<file path="config.mk">
export PLATFORM = sky130hd
export DESIGN_NAME = ddr3_wr_top
export DESIGN_NICKNAME = d
export VERILOG_FILES = /design/src/hw/ddr3_wr_pkg.sv /design/src/hw/ddr3_wr_top.sv /design/src/hw/ddr3_wr_pattern_gen.sv /design/src/hw/ddr3_wr_ctrl.sv /design/src/hw/ddr3_wr_seq.sv /design/src/hw/ddr3_wr_cfg_regs.sv
export VERILOG_INCLUDE_DIRS = /design/src /design/src/hw
export SDC_FILE = /design/constraint.sdc
export NUM_CORES = 1
export LEC_CHECK = 0
export BUFFER_PORTS_ARGS = -buffer_cell sky130_fd_sc_hd__buf_2
export CAP_MARGIN = 20
export CORE_MARGIN = 10
export CORE_UTILIZATION = 33
export CTS_CLUSTER_SIZE = 28
export DETAILED_ROUTE_END_ITERATION = 16
export PLACE_DENSITY = 0.56
export SYNTH_ARGS = -nofsm -noshare
export SYNTH_HDL_FRONTEND = slang
export SYNTH_SLANG_ARGS = --single-unit
export TNS_END_PERCENT = 30
</file>
<file path="constraint.sdc">
create_clock -name clk -period 2.29 [get_ports clk]
set_input_delay 0.458 -clock clk [delete_from_list [all_inputs] [get_ports clk]]
set_output_delay 0.458 -clock clk [all_outputs]
set_load 0.1 [all_outputs]
</file>
<file path="src/hw/ddr3_wr_defs.svh">
`ifndef DDR3_WR_DEFS_SVH
`define DDR3_WR_DEFS_SVH

// Controller address and memory data widths.
`define DDR3_ADDR_W 28
`define DDR3_DQ_W 16
`define DDR3_DATA_W 128

// The tested window is 2**DDR3_SPACE_AW address units.
`define DDR3_SPACE_AW 18
`define DDR3_ADDR_STEP 8 // Address units covered by one beat.

// Software register port.
`define DDR3_REG_W 32
`define DDR3_REG_AW 2

`endif
</file>
<file path="src/hw/ddr3_wr_pkg.sv">
`include "ddr3_wr_defs.svh"

package ddr3_wr_pkg;

	typedef logic [`DDR3_ADDR_W-1:0] ddr_addr_t;
	typedef logic [`DDR3_DATA_W-1:0] ddr_data_t;
	typedef logic [`DDR3_DATA_W/8-1:0] ddr_strb_t;

	typedef logic [3:0] burst_len_t; // AXI length, beats minus one.
	typedef logic [3:0] burst_id_t;
	typedef logic [15:0] burst_cnt_t;

	typedef logic [`DDR3_REG_W-1:0] reg_data_t;
	typedef logic [`DDR3_REG_AW-1:0] reg_addr_t;

	// Burst sequencer states.
	typedef enum logic [1:0] {
		SEQ_IDLE,
		SEQ_ISSUE,
		SEQ_WAIT,
		SEQ_DONE
	} seq_state_t;

endpackage

</file>
<file path="src/hw/ddr3_wr_top.sv">
module ddr3_wr_top (
	input  logic                    clk,
	input  logic                    rst_n,
	input  logic                    reg_we,
	input  ddr3_wr_pkg::reg_addr_t  reg_addr,
	input  ddr3_wr_pkg::reg_data_t  reg_wdata,
	output ddr3_wr_pkg::reg_data_t  reg_rdata,
	output ddr3_wr_pkg::ddr_addr_t  axi_awaddr,
	output ddr3_wr_pkg::burst_len_t axi_awlen,
	output ddr3_wr_pkg::burst_id_t  axi_awuser_id,
	output logic                    axi_awuser_ap,
	output logic                    axi_awvalid,
	input  logic                    axi_awready,
	output ddr3_wr_pkg::ddr_data_t  axi_wdata,
	output ddr3_wr_pkg::ddr_strb_t  axi_wstrb,
	input  logic                    axi_wready,
	input  ddr3_wr_pkg::burst_id_t  axi_wusero_id,
	input  logic                    axi_wusero_last
);
	import ddr3_wr_pkg::*;

	logic start;
	logic burst_ap;
	logic busy;
	logic done;
	logic write_en;
	logic write_done_p;
	logic ddr3_wr_req;
	ddr_addr_t base_addr;
	ddr_addr_t wr_addr;
	burst_cnt_t burst_num;
	burst_cnt_t bursts_done;
	burst_len_t burst_len;
	burst_id_t burst_id;
	ddr_data_t ddr3_wr_data;

	ddr3_wr_cfg_regs cfg_regs_i (
		.clk, .rst_n, .reg_we, .reg_addr, .reg_wdata, .reg_rdata,
		.busy, .done, .bursts_done,
		.start, .base_addr, .burst_num, .burst_len, .burst_id, .burst_ap
	);

	ddr3_wr_seq seq_i (
		.clk, .rst_n, .start, .base_addr, .burst_num, .burst_len, .write_done_p,
		.write_en, .wr_addr, .busy, .done, .bursts_done
	);

	ddr3_wr_ctrl ctrl_i (
		.clk, .rst_n, .write_en, .write_done_p,
		.ddr3_wr_addr(wr_addr), .ddr3_wr_data, .ddr3_wr_req,
		.ddr3_axi_id(burst_id), .ddr3_axi_len(burst_len), .ddr3_axi_ap(burst_ap),
		.axi_awaddr, .axi_awuser_ap, .axi_awuser_id, .axi_awlen,
		.axi_awready, .axi_awvalid,
		.axi_wdata, .axi_wstrb, .axi_wready, .axi_wusero_id, .axi_wusero_last
	);

	ddr3_wr_pattern_gen pattern_gen_i (
		.clk, .rst_n, .ddr3_wr_req, .ddr3_wr_data
	);

endmodule

</file>
<file path="src/hw/ddr3_wr_pattern_gen.sv">
`include "ddr3_wr_defs.svh"

module ddr3_wr_pattern_gen (
	input  logic                   clk,
	input  logic                   rst_n,
	input  logic                   ddr3_wr_req,
	output ddr3_wr_pkg::ddr_data_t ddr3_wr_data
);

	localparam int LANES = `DDR3_DATA_W / `DDR3_DQ_W;

	logic [`DDR3_DQ_W-1:0] seq_word;

	// The word moves on once per fetched beat.
	always_ff @(posedge clk or negedge rst_n) begin
		if (!rst_n)
			seq_word <= '0;
		else if (ddr3_wr_req)
			seq_word <= seq_word + 1'b1;
	end

	// Every DQ lane carries the same count, so a stuck or swapped lane shows
	// up directly against its neighbours.
	assign ddr3_wr_data = {LANES{seq_word}};

endmodule

</file>
<file path="src/hw/ddr3_wr_ctrl.sv">
module ddr3_wr_ctrl (
	input  logic                    clk,
	input  logic                    rst_n,
	input  logic                    write_en,
	output logic                    write_done_p,
	input  ddr3_wr_pkg::ddr_addr_t  ddr3_wr_addr,
	input  ddr3_wr_pkg::ddr_data_t  ddr3_wr_data,
	output logic                    ddr3_wr_req,
	input  ddr3_wr_pkg::burst_id_t  ddr3_axi_id,
	input  ddr3_wr_pkg::burst_len_t ddr3_axi_len,
	input  logic                    ddr3_axi_ap,
	output ddr3_wr_pkg::ddr_addr_t  axi_awaddr,
	output logic                    axi_awuser_ap,
	output ddr3_wr_pkg::burst_id_t  axi_awuser_id,
	output ddr3_wr_pkg::burst_len_t axi_awlen,
	input  logic                    axi_awready,
	output logic                    axi_awvalid,
	output ddr3_wr_pkg::ddr_data_t  axi_wdata,
	output ddr3_wr_pkg::ddr_strb_t  axi_wstrb,
	input  logic                    axi_wready,
	input  ddr3_wr_pkg::burst_id_t  axi_wusero_id,
	input  logic                    axi_wusero_last
);

	typedef enum logic [1:0] {
		WR_IDLE,
		WR_ADDR,
		WR_END
	} wr_state_t;

	wr_state_t wr_state;
	logic [15:0] req_wr_cnt; // Beats promised by address handshakes.
	logic [15:0] exec_wr_cnt; // Beats taken by the controller.
	logic write_finished;
	logic aw_fire;

	assign aw_fire = axi_awvalid && axi_awready;
	assign write_finished = (req_wr_cnt == exec_wr_cnt);

	always_ff @(posedge clk or negedge rst_n) begin
		if (!rst_n) begin
			wr_state <= WR_IDLE;
			axi_awaddr <= '0;
			axi_awuser_ap <= 1'b0;
			axi_awuser_id <= '0;
			axi_awlen <= '0;
			axi_awvalid <= 1'b0;
			write_done_p <= 1'b0;
		end else begin
			case (wr_state)
				WR_IDLE: begin
					// A new burst waits until every earlier beat has gone out.
					if (write_en && write_finished) begin
						axi_awaddr <= ddr3_wr_addr;
						axi_awuser_id <= ddr3_axi_id;
						axi_awlen <= ddr3_axi_len;
						axi_awuser_ap <= ddr3_axi_ap;
						wr_state <= WR_ADDR;
					end
				end
				WR_ADDR: begin
					axi_awvalid <= 1'b1;
					if (aw_fire) begin
						axi_awvalid <= 1'b0;
						write_done_p <= 1'b1;
						wr_state <= WR_END;
					end
				end
				WR_END: begin
					write_done_p <= 1'b0;
					if (write_finished)
						wr_state <= WR_IDLE;
				end
				default: wr_state <= WR_IDLE;
			endcase
		end
	end

	always_ff @(posedge clk or negedge rst_n) begin
		if (!rst_n) begin
			req_wr_cnt <= '0;
			exec_wr_cnt <= '0;
		end else begin
			if (aw_fire)
				req_wr_cnt <= req_wr_cnt + 16'(axi_awlen) + 16'd1;
			if (axi_wready)
				exec_wr_cnt <= exec_wr_cnt + 16'd1;
		end
	end

	// The first beat is fetched at the handshake, the rest as each beat of this burst is taken.
	always_comb begin
		ddr3_wr_req = 1'b0;
		if (wr_state == WR_ADDR && aw_fire)
			ddr3_wr_req = 1'b1;
		else if (wr_state == WR_END && axi_wready && !axi_wusero_last &&
			axi_wusero_id == axi_awuser_id)
			ddr3_wr_req = 1'b1;
	end

	assign axi_wdata = ddr3_wr_data;
	assign axi_wstrb = '1; // Full beats only.

endmodule

</file>
<file path="src/hw/ddr3_wr_seq.sv">
`include "ddr3_wr_defs.svh"

module ddr3_wr_seq (
	input  logic                    clk,
	input  logic                    rst_n,
	input  logic                    start,
	input  ddr3_wr_pkg::ddr_addr_t  base_addr,
	input  ddr3_wr_pkg::burst_cnt_t burst_num,
	input  ddr3_wr_pkg::burst_len_t burst_len,
	input  logic                    write_done_p,
	output logic                    write_en,
	output ddr3_wr_pkg::ddr_addr_t  wr_addr,
	output logic                    busy,
	output logic                    done,
	output ddr3_wr_pkg::burst_cnt_t bursts_done
);
	import ddr3_wr_pkg::*;

	seq_state_t state;
	logic [`DDR3_SPACE_AW-1:0] span;
	logic [`DDR3_SPACE_AW-1:0] next_off;
	logic last_burst;

	// One burst covers (len + 1) beats; the offset wraps inside the tested window.
	assign span = (`DDR3_SPACE_AW'(burst_len) + 1'b1) * `DDR3_SPACE_AW'(`DDR3_ADDR_STEP);
	assign next_off = wr_addr[`DDR3_SPACE_AW-1:0] + span;
	assign last_burst = (bursts_done + 1'b1 == burst_num);

	always_ff @(posedge clk or negedge rst_n) begin
		if (!rst_n) begin
			state <= SEQ_IDLE;
			write_en <= 1'b0;
			wr_addr <= '0;
			bursts_done <= '0;
		end else begin
			case (state)
				SEQ_IDLE, SEQ_DONE: begin
					if (start) begin
						bursts_done <= '0;
						wr_addr <= ddr_addr_t'(base_addr[`DDR3_SPACE_AW-1:0]);
						if (burst_num == '0) begin
							state <= SEQ_DONE; // Nothing to write.
						end else begin
							state <= SEQ_ISSUE;
							write_en <= 1'b1;
						end
					end
				end
				SEQ_ISSUE: begin
					if (write_done_p) begin // Address accepted by the controller.
						write_en <= 1'b0;
						bursts_done <= bursts_done + 1'b1;
						wr_addr <= ddr_addr_t'(next_off);
						state <= last_burst ? SEQ_DONE : SEQ_WAIT;
					end
				end
				SEQ_WAIT: begin
					write_en <= 1'b1;
					state <= SEQ_ISSUE;
				end
				default: state <= SEQ_IDLE;
			endcase
		end
	end

	assign busy = (state == SEQ_ISSUE) || (state == SEQ_WAIT);
	assign done = (state == SEQ_DONE); // Held until the next start.

endmodule

</file>
<file path="src/hw/ddr3_wr_cfg_regs.sv">
module ddr3_wr_cfg_regs (
	input  logic                   clk,
	input  logic                   rst_n,
	input  logic                   reg_we,
	input  ddr3_wr_pkg::reg_addr_t reg_addr,
	input  ddr3_wr_pkg::reg_data_t reg_wdata,
	output ddr3_wr_pkg::reg_data_t reg_rdata,
	input  logic                   busy,
	input  logic                   done,
	input  ddr3_wr_pkg::burst_cnt_t bursts_done,
	output logic                   start,
	output ddr3_wr_pkg::ddr_addr_t base_addr,
	output ddr3_wr_pkg::burst_cnt_t burst_num,
	output ddr3_wr_pkg::burst_len_t burst_len,
	output ddr3_wr_pkg::burst_id_t burst_id,
	output logic                   burst_ap
);
	import ddr3_wr_pkg::*;

	localparam reg_addr_t REG_BASE = 2'd0;
	localparam reg_addr_t REG_BURST = 2'd1;
	localparam reg_addr_t REG_COUNT = 2'd2;
	localparam reg_addr_t REG_CTRL = 2'd3;

	logic cfg_lock;

	// A pending start counts as busy so the sequencer never sees a half-changed setup.
	assign cfg_lock = busy | start;

	always_ff @(posedge clk or negedge rst_n) begin
		if (!rst_n) begin
			start <= 1'b0;
			base_addr <= '0;
			burst_num <= '0;
			burst_len <= '0;
			burst_id <= '0;
			burst_ap <= 1'b0;
		end else begin
			start <= reg_we && (reg_addr == REG_CTRL) && reg_wdata[0];
			if (reg_we && !cfg_lock) begin
				case (reg_addr)
					REG_BASE: base_addr <= ddr_addr_t'(reg_wdata);
					REG_BURST: begin
						burst_len <= reg_wdata[3:0];
						burst_id <= reg_wdata[7:4];
						burst_ap <= reg_wdata[8];
					end
					REG_COUNT: burst_num <= burst_cnt_t'(reg_wdata);
					default: ; // The control word only carries the start bit.
				endcase
			end
		end
	end

	// Read data follows the address by one cycle.
	always_ff @(posedge clk or negedge rst_n) begin
		if (!rst_n) begin
			reg_rdata <= '0;
		end else begin
			case (reg_addr)
				REG_BASE: reg_rdata <= reg_data_t'(base_addr);
				REG_BURST: reg_rdata <= reg_data_t'({burst_ap, burst_id, burst_len});
				REG_COUNT: reg_rdata <= reg_data_t'(burst_num);
				default: reg_rdata <= {bursts_done, 14'd0, done, busy};
			endcase
		end
	end

endmodule

</file>
# Word-level counts from Yosys, hierarchy flattened

Cells that the tools add are included.

Flip-flop bits (word level): 222
Output and inout bits: 214

$add $sub $neg: 7
Equality and inequality tests: 17
Muxes and demuxes: 25
Bitwise operators: 1
Reductions and logical operators: 28

Operators by type and width:

| operator                                                              | number |
|---|---|
| 32-bit one-hot mux with 3 select lines                                | 1 |
| 16-bit by 1-bit adder with 16-bit output, second input constant       | 4 |
| 28-bit two-way mux                                                    | 2 |
| 28-bit one-hot mux with 2 select lines                                | 1 |
| 16-bit equality test                                                  | 2 |
| 16-bit two-way mux                                                    | 2 |
| 16-bit one-hot mux with 2 select lines                                | 1 |
| 18-bit adder                                                          | 1 |
| 16-bit by 4-bit adder with 16-bit output                              | 1 |
| 16-bit logical NOT                                                    | 1 |
| 2-bit two-way mux                                                     | 6 |
| 2-bit one-hot mux with 3 select lines                                 | 2 |
| 2-bit AND reduction                                                   | 6 |
| 2-bit equality test, second input constant                            | 5 |
| 1-bit logical AND                                                     | 9 |
| 3-bit AND reduction                                                   | 3 |
| 1-bit two-way mux                                                     | 8 |
| 2-bit by 1-bit != test with 1-bit output, second input constant       | 4 |
| 2-bit by 1-bit equality test with 1-bit output, second input constant | 3 |
| 2-bit logical NOT                                                     | 3 |
| 4-bit by 1-bit adder with 5-bit output, second input constant         | 1 |
| 4-bit equality test                                                   | 1 |
| 2-bit != test, second input constant                                  | 2 |
| 2-bit nonzero test                                                    | 2 |
| other kinds (6)                                                       | 7 |

# Depth between registers and ports, before layout

Depth in word-level cells: 6
Depth in mapped cells: 10

# By module

A second synthesis with hierarchy kept.

Cells, all modules: 1,126
Area total of the unflattened synthesis: 12,190.4 um2

Modules (own cells, without submodules):

| module              | times used | cells an instance | area each (um2) |
|---|---|---|---|
| ddr3_wr_ctrl        | 1          | 399               | 4,404.2 |
| ddr3_wr_cfg_regs    | 1          | 211               | 3,414.5 |
| ddr3_wr_seq         | 1          | 348               | 2,835.2 |
| ddr3_wr_pattern_gen | 1          | 168               | 1,536.5 |

# Worst setup path before layout

OpenSTA, ideal clock, no wires.

Path type: reg-to-reg
Start: register pattern_gen_i.seq_word[5]
End: register pattern_gen_i.seq_word[14]
Setup time: 0.168 ns
Arrival: 2.221 ns
Required time: 2.122 ns
Setup slack: -0.098 ns
Cell stages (with the launch flop): 7
Clock period less this slack: 2.388 ns
Path through: dfrtp_1 nand3_1 nor3_1 and3_1 nand3_1 nor3_2 xor2_1

Cells in the longest elaborated chain, start to end: 1

Ends and longest elaborated chain:

| what                                     | line                      | source |
|---|---|---|
| from (decl)                              | ddr3_wr_pattern_gen.sv:12 | `` logic [`DDR3_DQ_W-1:0] seq_word; `` |
| from (signal assigned)                   | ddr3_wr_pattern_gen.sv:19 | `seq_word <= seq_word + 1'b1;` |
| 16-bit by 1-bit adder with 16-bit output | ddr3_wr_pattern_gen.sv:19 |  |

Every way passes these cells.
A chain may end at the register's enable or synchronous reset.

# Final worst setup path

Start: register pattern_gen_i.seq_word[4]
End: output port axi_wdata[68]

RTL lines:

| what      | line              | source |
|---|---|---|
| to (decl) | ddr3_wr_top.sv:14 | `output ddr3_wr_pkg::ddr_data_t axi_wdata,` |

No word-level cell between the ends.

==> impl_results.rst <==
.. list-table::
   :header-rows: 1

   * - Metric
     - Value
   * - Wire length of the first global-routing pass
     - 43.60 mm
   * - Largest area contributor in the netlist
     - dfrtp_1
   * - Capture endpoint of the worst hold path
     - cfg_regs_i.base_addr[16]
   * - Biggest fanout along the worst timing path
     - 14
   * - Static leakage
     - between 0.006 and 0.007 uW
   * - Starting utilization of the core area
     - 33.60%
   * - FFs w/ async S/R, synth
     - 100.0%
   * - Vias after detailed routing
     - approximately 7400
   * - Clock network latency to the later pin of the worst-skew pair
     - 540 ps
   * - Final routed wire length divided by cell count
     - around 18 um
   * - Top cells by area, synth
     - dfrtp_1 (47%), buf_4 (9.8%), mux2_2 (7.8%)
   * - Floorplan die width
     - between 150 and 200 um
   * - Met1 Use GR
     - between 15 and 20%
   * - Starting DRC count in detailed routing
     - ~380
   * - Pin count of the biggest net entering global routing
     - a little under 60
   * - Cell-by-cell listing of the critical path
     - buf_2
   * - Core outline area
     - ~0.032 mm^2
   * - Worst R2R Setup Slack
     - around 150 ps
   * - Clock-pin slew on the worst setup and hold paths
     - 60 ps
   * - Type of origin of the critical path
     - register
   * - Leading cell type by number of instances after synthesis
     - dfrtp_1
   * - Final Cycle Share
     - between 90% and 100%
   * - Number of distinct library cell variants in the gate-level netlist after synthesis
     - between 60 and 70
   * - Met3 routing resource usage after global routing
     - under 10%
   * - Largest family of logic cells by synthesized area
     - buffers and inverters
   * - Number of cells traversed by the worst hold path
     - 2
   * - Total DRC errors in the routed layout
     - 0
   * - Relative contribution of the clock network to total power
     - 26.8%
   * - Number of placement rows
     - 65
   * - Total power
     - 14020 uW
   * - Number of global-route vias before repair
     - 7477
   * - Area added between synthesis and finish
     - 16.67%
   * - Pre-antenna DRT Iters
     - 5
   * - Outcome
     - finished, final reports clean
   * - I/O pin count
     - approximately 260
   * - Busiest metal layer after global routing
     - met2
   * - Area fraction in compound gates after synthesis
     - 7.091%
   * - Minimum setup slack after placement
     - -74.97 ps
   * - Part of the Yosys area used for sequential elements
     - a little under half
   * - Final clock skew
     - roughly 17 ps
   * - Actual transition at the worst max-transition pin
     - 657.4 ps
   * - Final setup fails
     - 0
   * - Number of enable flip-flop cells after synthesis
     - 0
   * - Detailed Place HPWL
     - between 20 and 25 mm
   * - TritonCTS Buffers
     - 24
   * - DIE AREA
     - roughly 0.040 mm^2
   * - Endpoint kind of the worst setup timing path
     - output pin
   * - Final net count
     - 1191
   * - GR Overflow Total
     - 0
   * - Dominant synthesized flop cell
     - dfrtp_1
   * - Met2 track demand over resource in global routing
     - 24.06%
   * - Reg-to-Reg End
     - seq_i.wr_addr[13]
   * - Mapped Area
     - roughly 0.011 mm^2
   * - Unrepaired setup endpoints after global routing
     - yes
   * - Critical path buffer and inverter count
     - 1
   * - Required time reported for the critical path endpoint
     - ~1800 ps
   * - Simple logic cell fraction of the synthesized area
     - about an eighth
   * - Final setup margin
     - approximately 120 ps
   * - Global router's overall resource usage
     - between 10 and 15%
   * - Total of max-cap violations
     - 0
   * - Wire length after detailed routing
     - between 20 and 30 mm
   * - Xor/xnor share of the synthesized area
     - 7.725%
   * - Number of hold violations in the final report
     - 0
   * - Reg-to-reg critical path startpoint
     - cfg_regs_i.burst_len[0]
   * - Filler cells
     - 3117
   * - Clock tree from TritonCTS
     - done
   * - Via-to-Cell Ratio
     - 4.775
   * - Share of the synthesized area in the top cell type
     - 47.43%
   * - Final core occ
     - around 39%
   * - Critical path's largest stage delay
     - between 600 and 700 ps
   * - Type of the worst min-delay path
     - input pin to register
   * - Count of nets left with antenna violations after detail routing
     - 0
   * - Launching element of the worst setup path
     - pattern_gen_i.seq_word[4]
   * - Cell-internal power
     - about 8500 uW
   * - H-tree depth
     - 1
   * - Number of cell instances on the worst register-to-register path
     - 9
   * - Achievable Freq
     - 461.5 MHz
   * - Crit path kind
     - register to output pin
   * - Proportion of power drawn by combinational gates
     - a little over a third
   * - Share of cell area taken by muxes after synthesis
     - 11.67%
   * - Standard cell with the maximum stage delay on the critical path
     - dfrtp_1
   * - Post-synthesis sequential element count
     - ~200
   * - Pwr dens
     - 1128 mW/mm^2
   * - Die extent in y
     - ~200 um
   * - Share of total power consumed by net switching
     - around 40%
   * - Post-Synthesis Cells
     - approximately 980
   * - Gate family responsible for the most delay along the worst path
     - flip-flops
   * - Max-slew headroom
     - approximately 56%
   * - Final critical-path required period
     - 2167 ps
   * - Seq pwr share
     - 38.5%
   * - Worst Hold Launch
     - reg_wdata[16]
   * - Maximum VDD drop
     - between 0.7 and 0.8 mV
   * - Most frequent cells after synthesis
     - dfrtp_1 (202), buf_4 (139), nand2_1 (93)
   * - Number of sinks handled by clock tree synthesis
     - 202
   * - Worst hold slack after final layout
     - roughly 160 ps
   * - Count of warnings emitted by yosys
     - 0
   * - Average cell area after synthesis
     - ~11 um^2
   * - Maximum buffer depth of the clock tree
     - 3
   * - Net switching power of the design
     - roughly 5500 uW
   * - Final weighted congestion of routability-driven global placement
     - 0.8577
   * - Share of final-layout standard cells stronger than drive strength 1
     - 37.05%
   * - Root Buffer Master
     - clkbuf_16
   * - Worst path arrival time
     - between 1500 and 2000 ps
   * - Number of antenna violations at the first check in global routing
     - 3
   * - Port buffer count
     - about 230
   * - Final number of max-transition violations
     - 0
   * - Adder and majority cell fraction of the synthesized area
     - ~2.3%
[cell families (layout without fill, tap and decap cells)]
group | Yosys count | in the layout
compound gates | 112 | 112
xor+xnor | 94 | 94
fa+ha+maj | 18 | 18
buf+inv | 195 | 336
flops | 202 | 202
mux | 109 | 109
other cells | 2 | 28
simple gates | 250 | 250
[final cells by class]
cell class / count / area, um^2 / area share, %
multi-input combinational: 609 / 4448 / 35.77
clock buffer: 36 / 725.7 / 5.836
sequential: 202 / 5064 / 40.72
antenna: 2 / 5.005 / 0.04025
tap: 402 / 503.0 / 4.045
timing repair buffer: 275 / 1558 / 12.53
inverter: 17 / 63.81 / 0.5132
clock inverter: 8 / 67.56 / 0.5434
[worst max path at each step]
stage                            endpoint  slack, ps  cells after the start
floorplan           ctrl_i.req_wr_cnt[13]        -30                      8
finish                      axi_wdata[68]        120                      1
detailed placement      seq_i.wr_addr[13]        -70                      8
global route            seq_i.wr_addr[13]        -30                      9
global placement        seq_i.wr_addr[11]        -40                      8
CTS                     seq_i.wr_addr[16]         10                      8
[cell usage in the layout (no fill, tap or decap), drive strengths merged, types with 6 or more instances in the layout]
master	n
buf	273
dfrtp	202
nand2	93
mux2	81
xnor2	63
nor2	41
o21ai	39
clkbuf	37
nand3	33
xor2	31
mux2i	26
conb	26
a21oi	20
and3	19
inv	17
nand4	17
ha	16
nor3	15
a22o	13
a32oi	9
clkinv	7
a21o	6
[per-stage QoR]
stage                     instance area, um^2  cells  TNS [ps]
after floorplan                         10760   1006    -56.13
after global placement                  11580   1503    -195.5
after detailed placement                11580   1503    -504.5
after CTS                               12390   1548         0
after global routing                    12430   1549    -30.42
final                                   12430   1551         0
[repair_timing]
item,CTS,global route
setup endpoints to repair,9,17
hold buffers,1,0
pin swaps,0,1
buffers inserted,0,1
hold endpoints to repair,51,0
gates resized for setup,3,5
[registers in the layout, indices dropped and copies added, names as in the netlist]
signal	flops
ctrl_i.write_done_p	1
ctrl_i.axi_awaddr	18
ctrl_i.axi_awvalid	1
seq_i.bursts_done	16
cfg_regs_i.burst_num	16
ctrl_i.axi_awlen	4
ctrl_i.axi_awuser_id	4
ctrl_i.exec_wr_cnt	16
pattern_gen_i.seq_word	16
seq_i.write_en	1
ctrl_i.req_wr_cnt	16
cfg_regs_i.reg_rdata	32
cfg_regs_i.base_addr	28
cfg_regs_i.burst_ap	1
cfg_regs_i.burst_len	4
ctrl_i.axi_awuser_ap	1
cfg_regs_i.burst_id	4
ctrl_i.wr_state	2
seq_i.state	2
cfg_regs_i.start	1
seq_i.wr_addr	18
[power by group through the flow]
stage               Clock, uW  Combinational [uW]  Sequential, uW
floorplan                   0                2700            6080
global placement            0                4680            5440
detailed placement          0                4730            5460
CTS                      3870                4780            5400
global route             4030                5280            5540
finish                   3760                4870            5400
[per-layer routing]
| layer | routed length, um | vias up |
|---|---|---|
| li1 | - | 3516 |
| met1 | 11610 | 3621 |
| met2 | 13980 | 228 |
| met3 | 2566 | 39 |
| met4 | 434 | 2 |
| met5 | 11 | - |
Power figures use the tool's default switching activity.
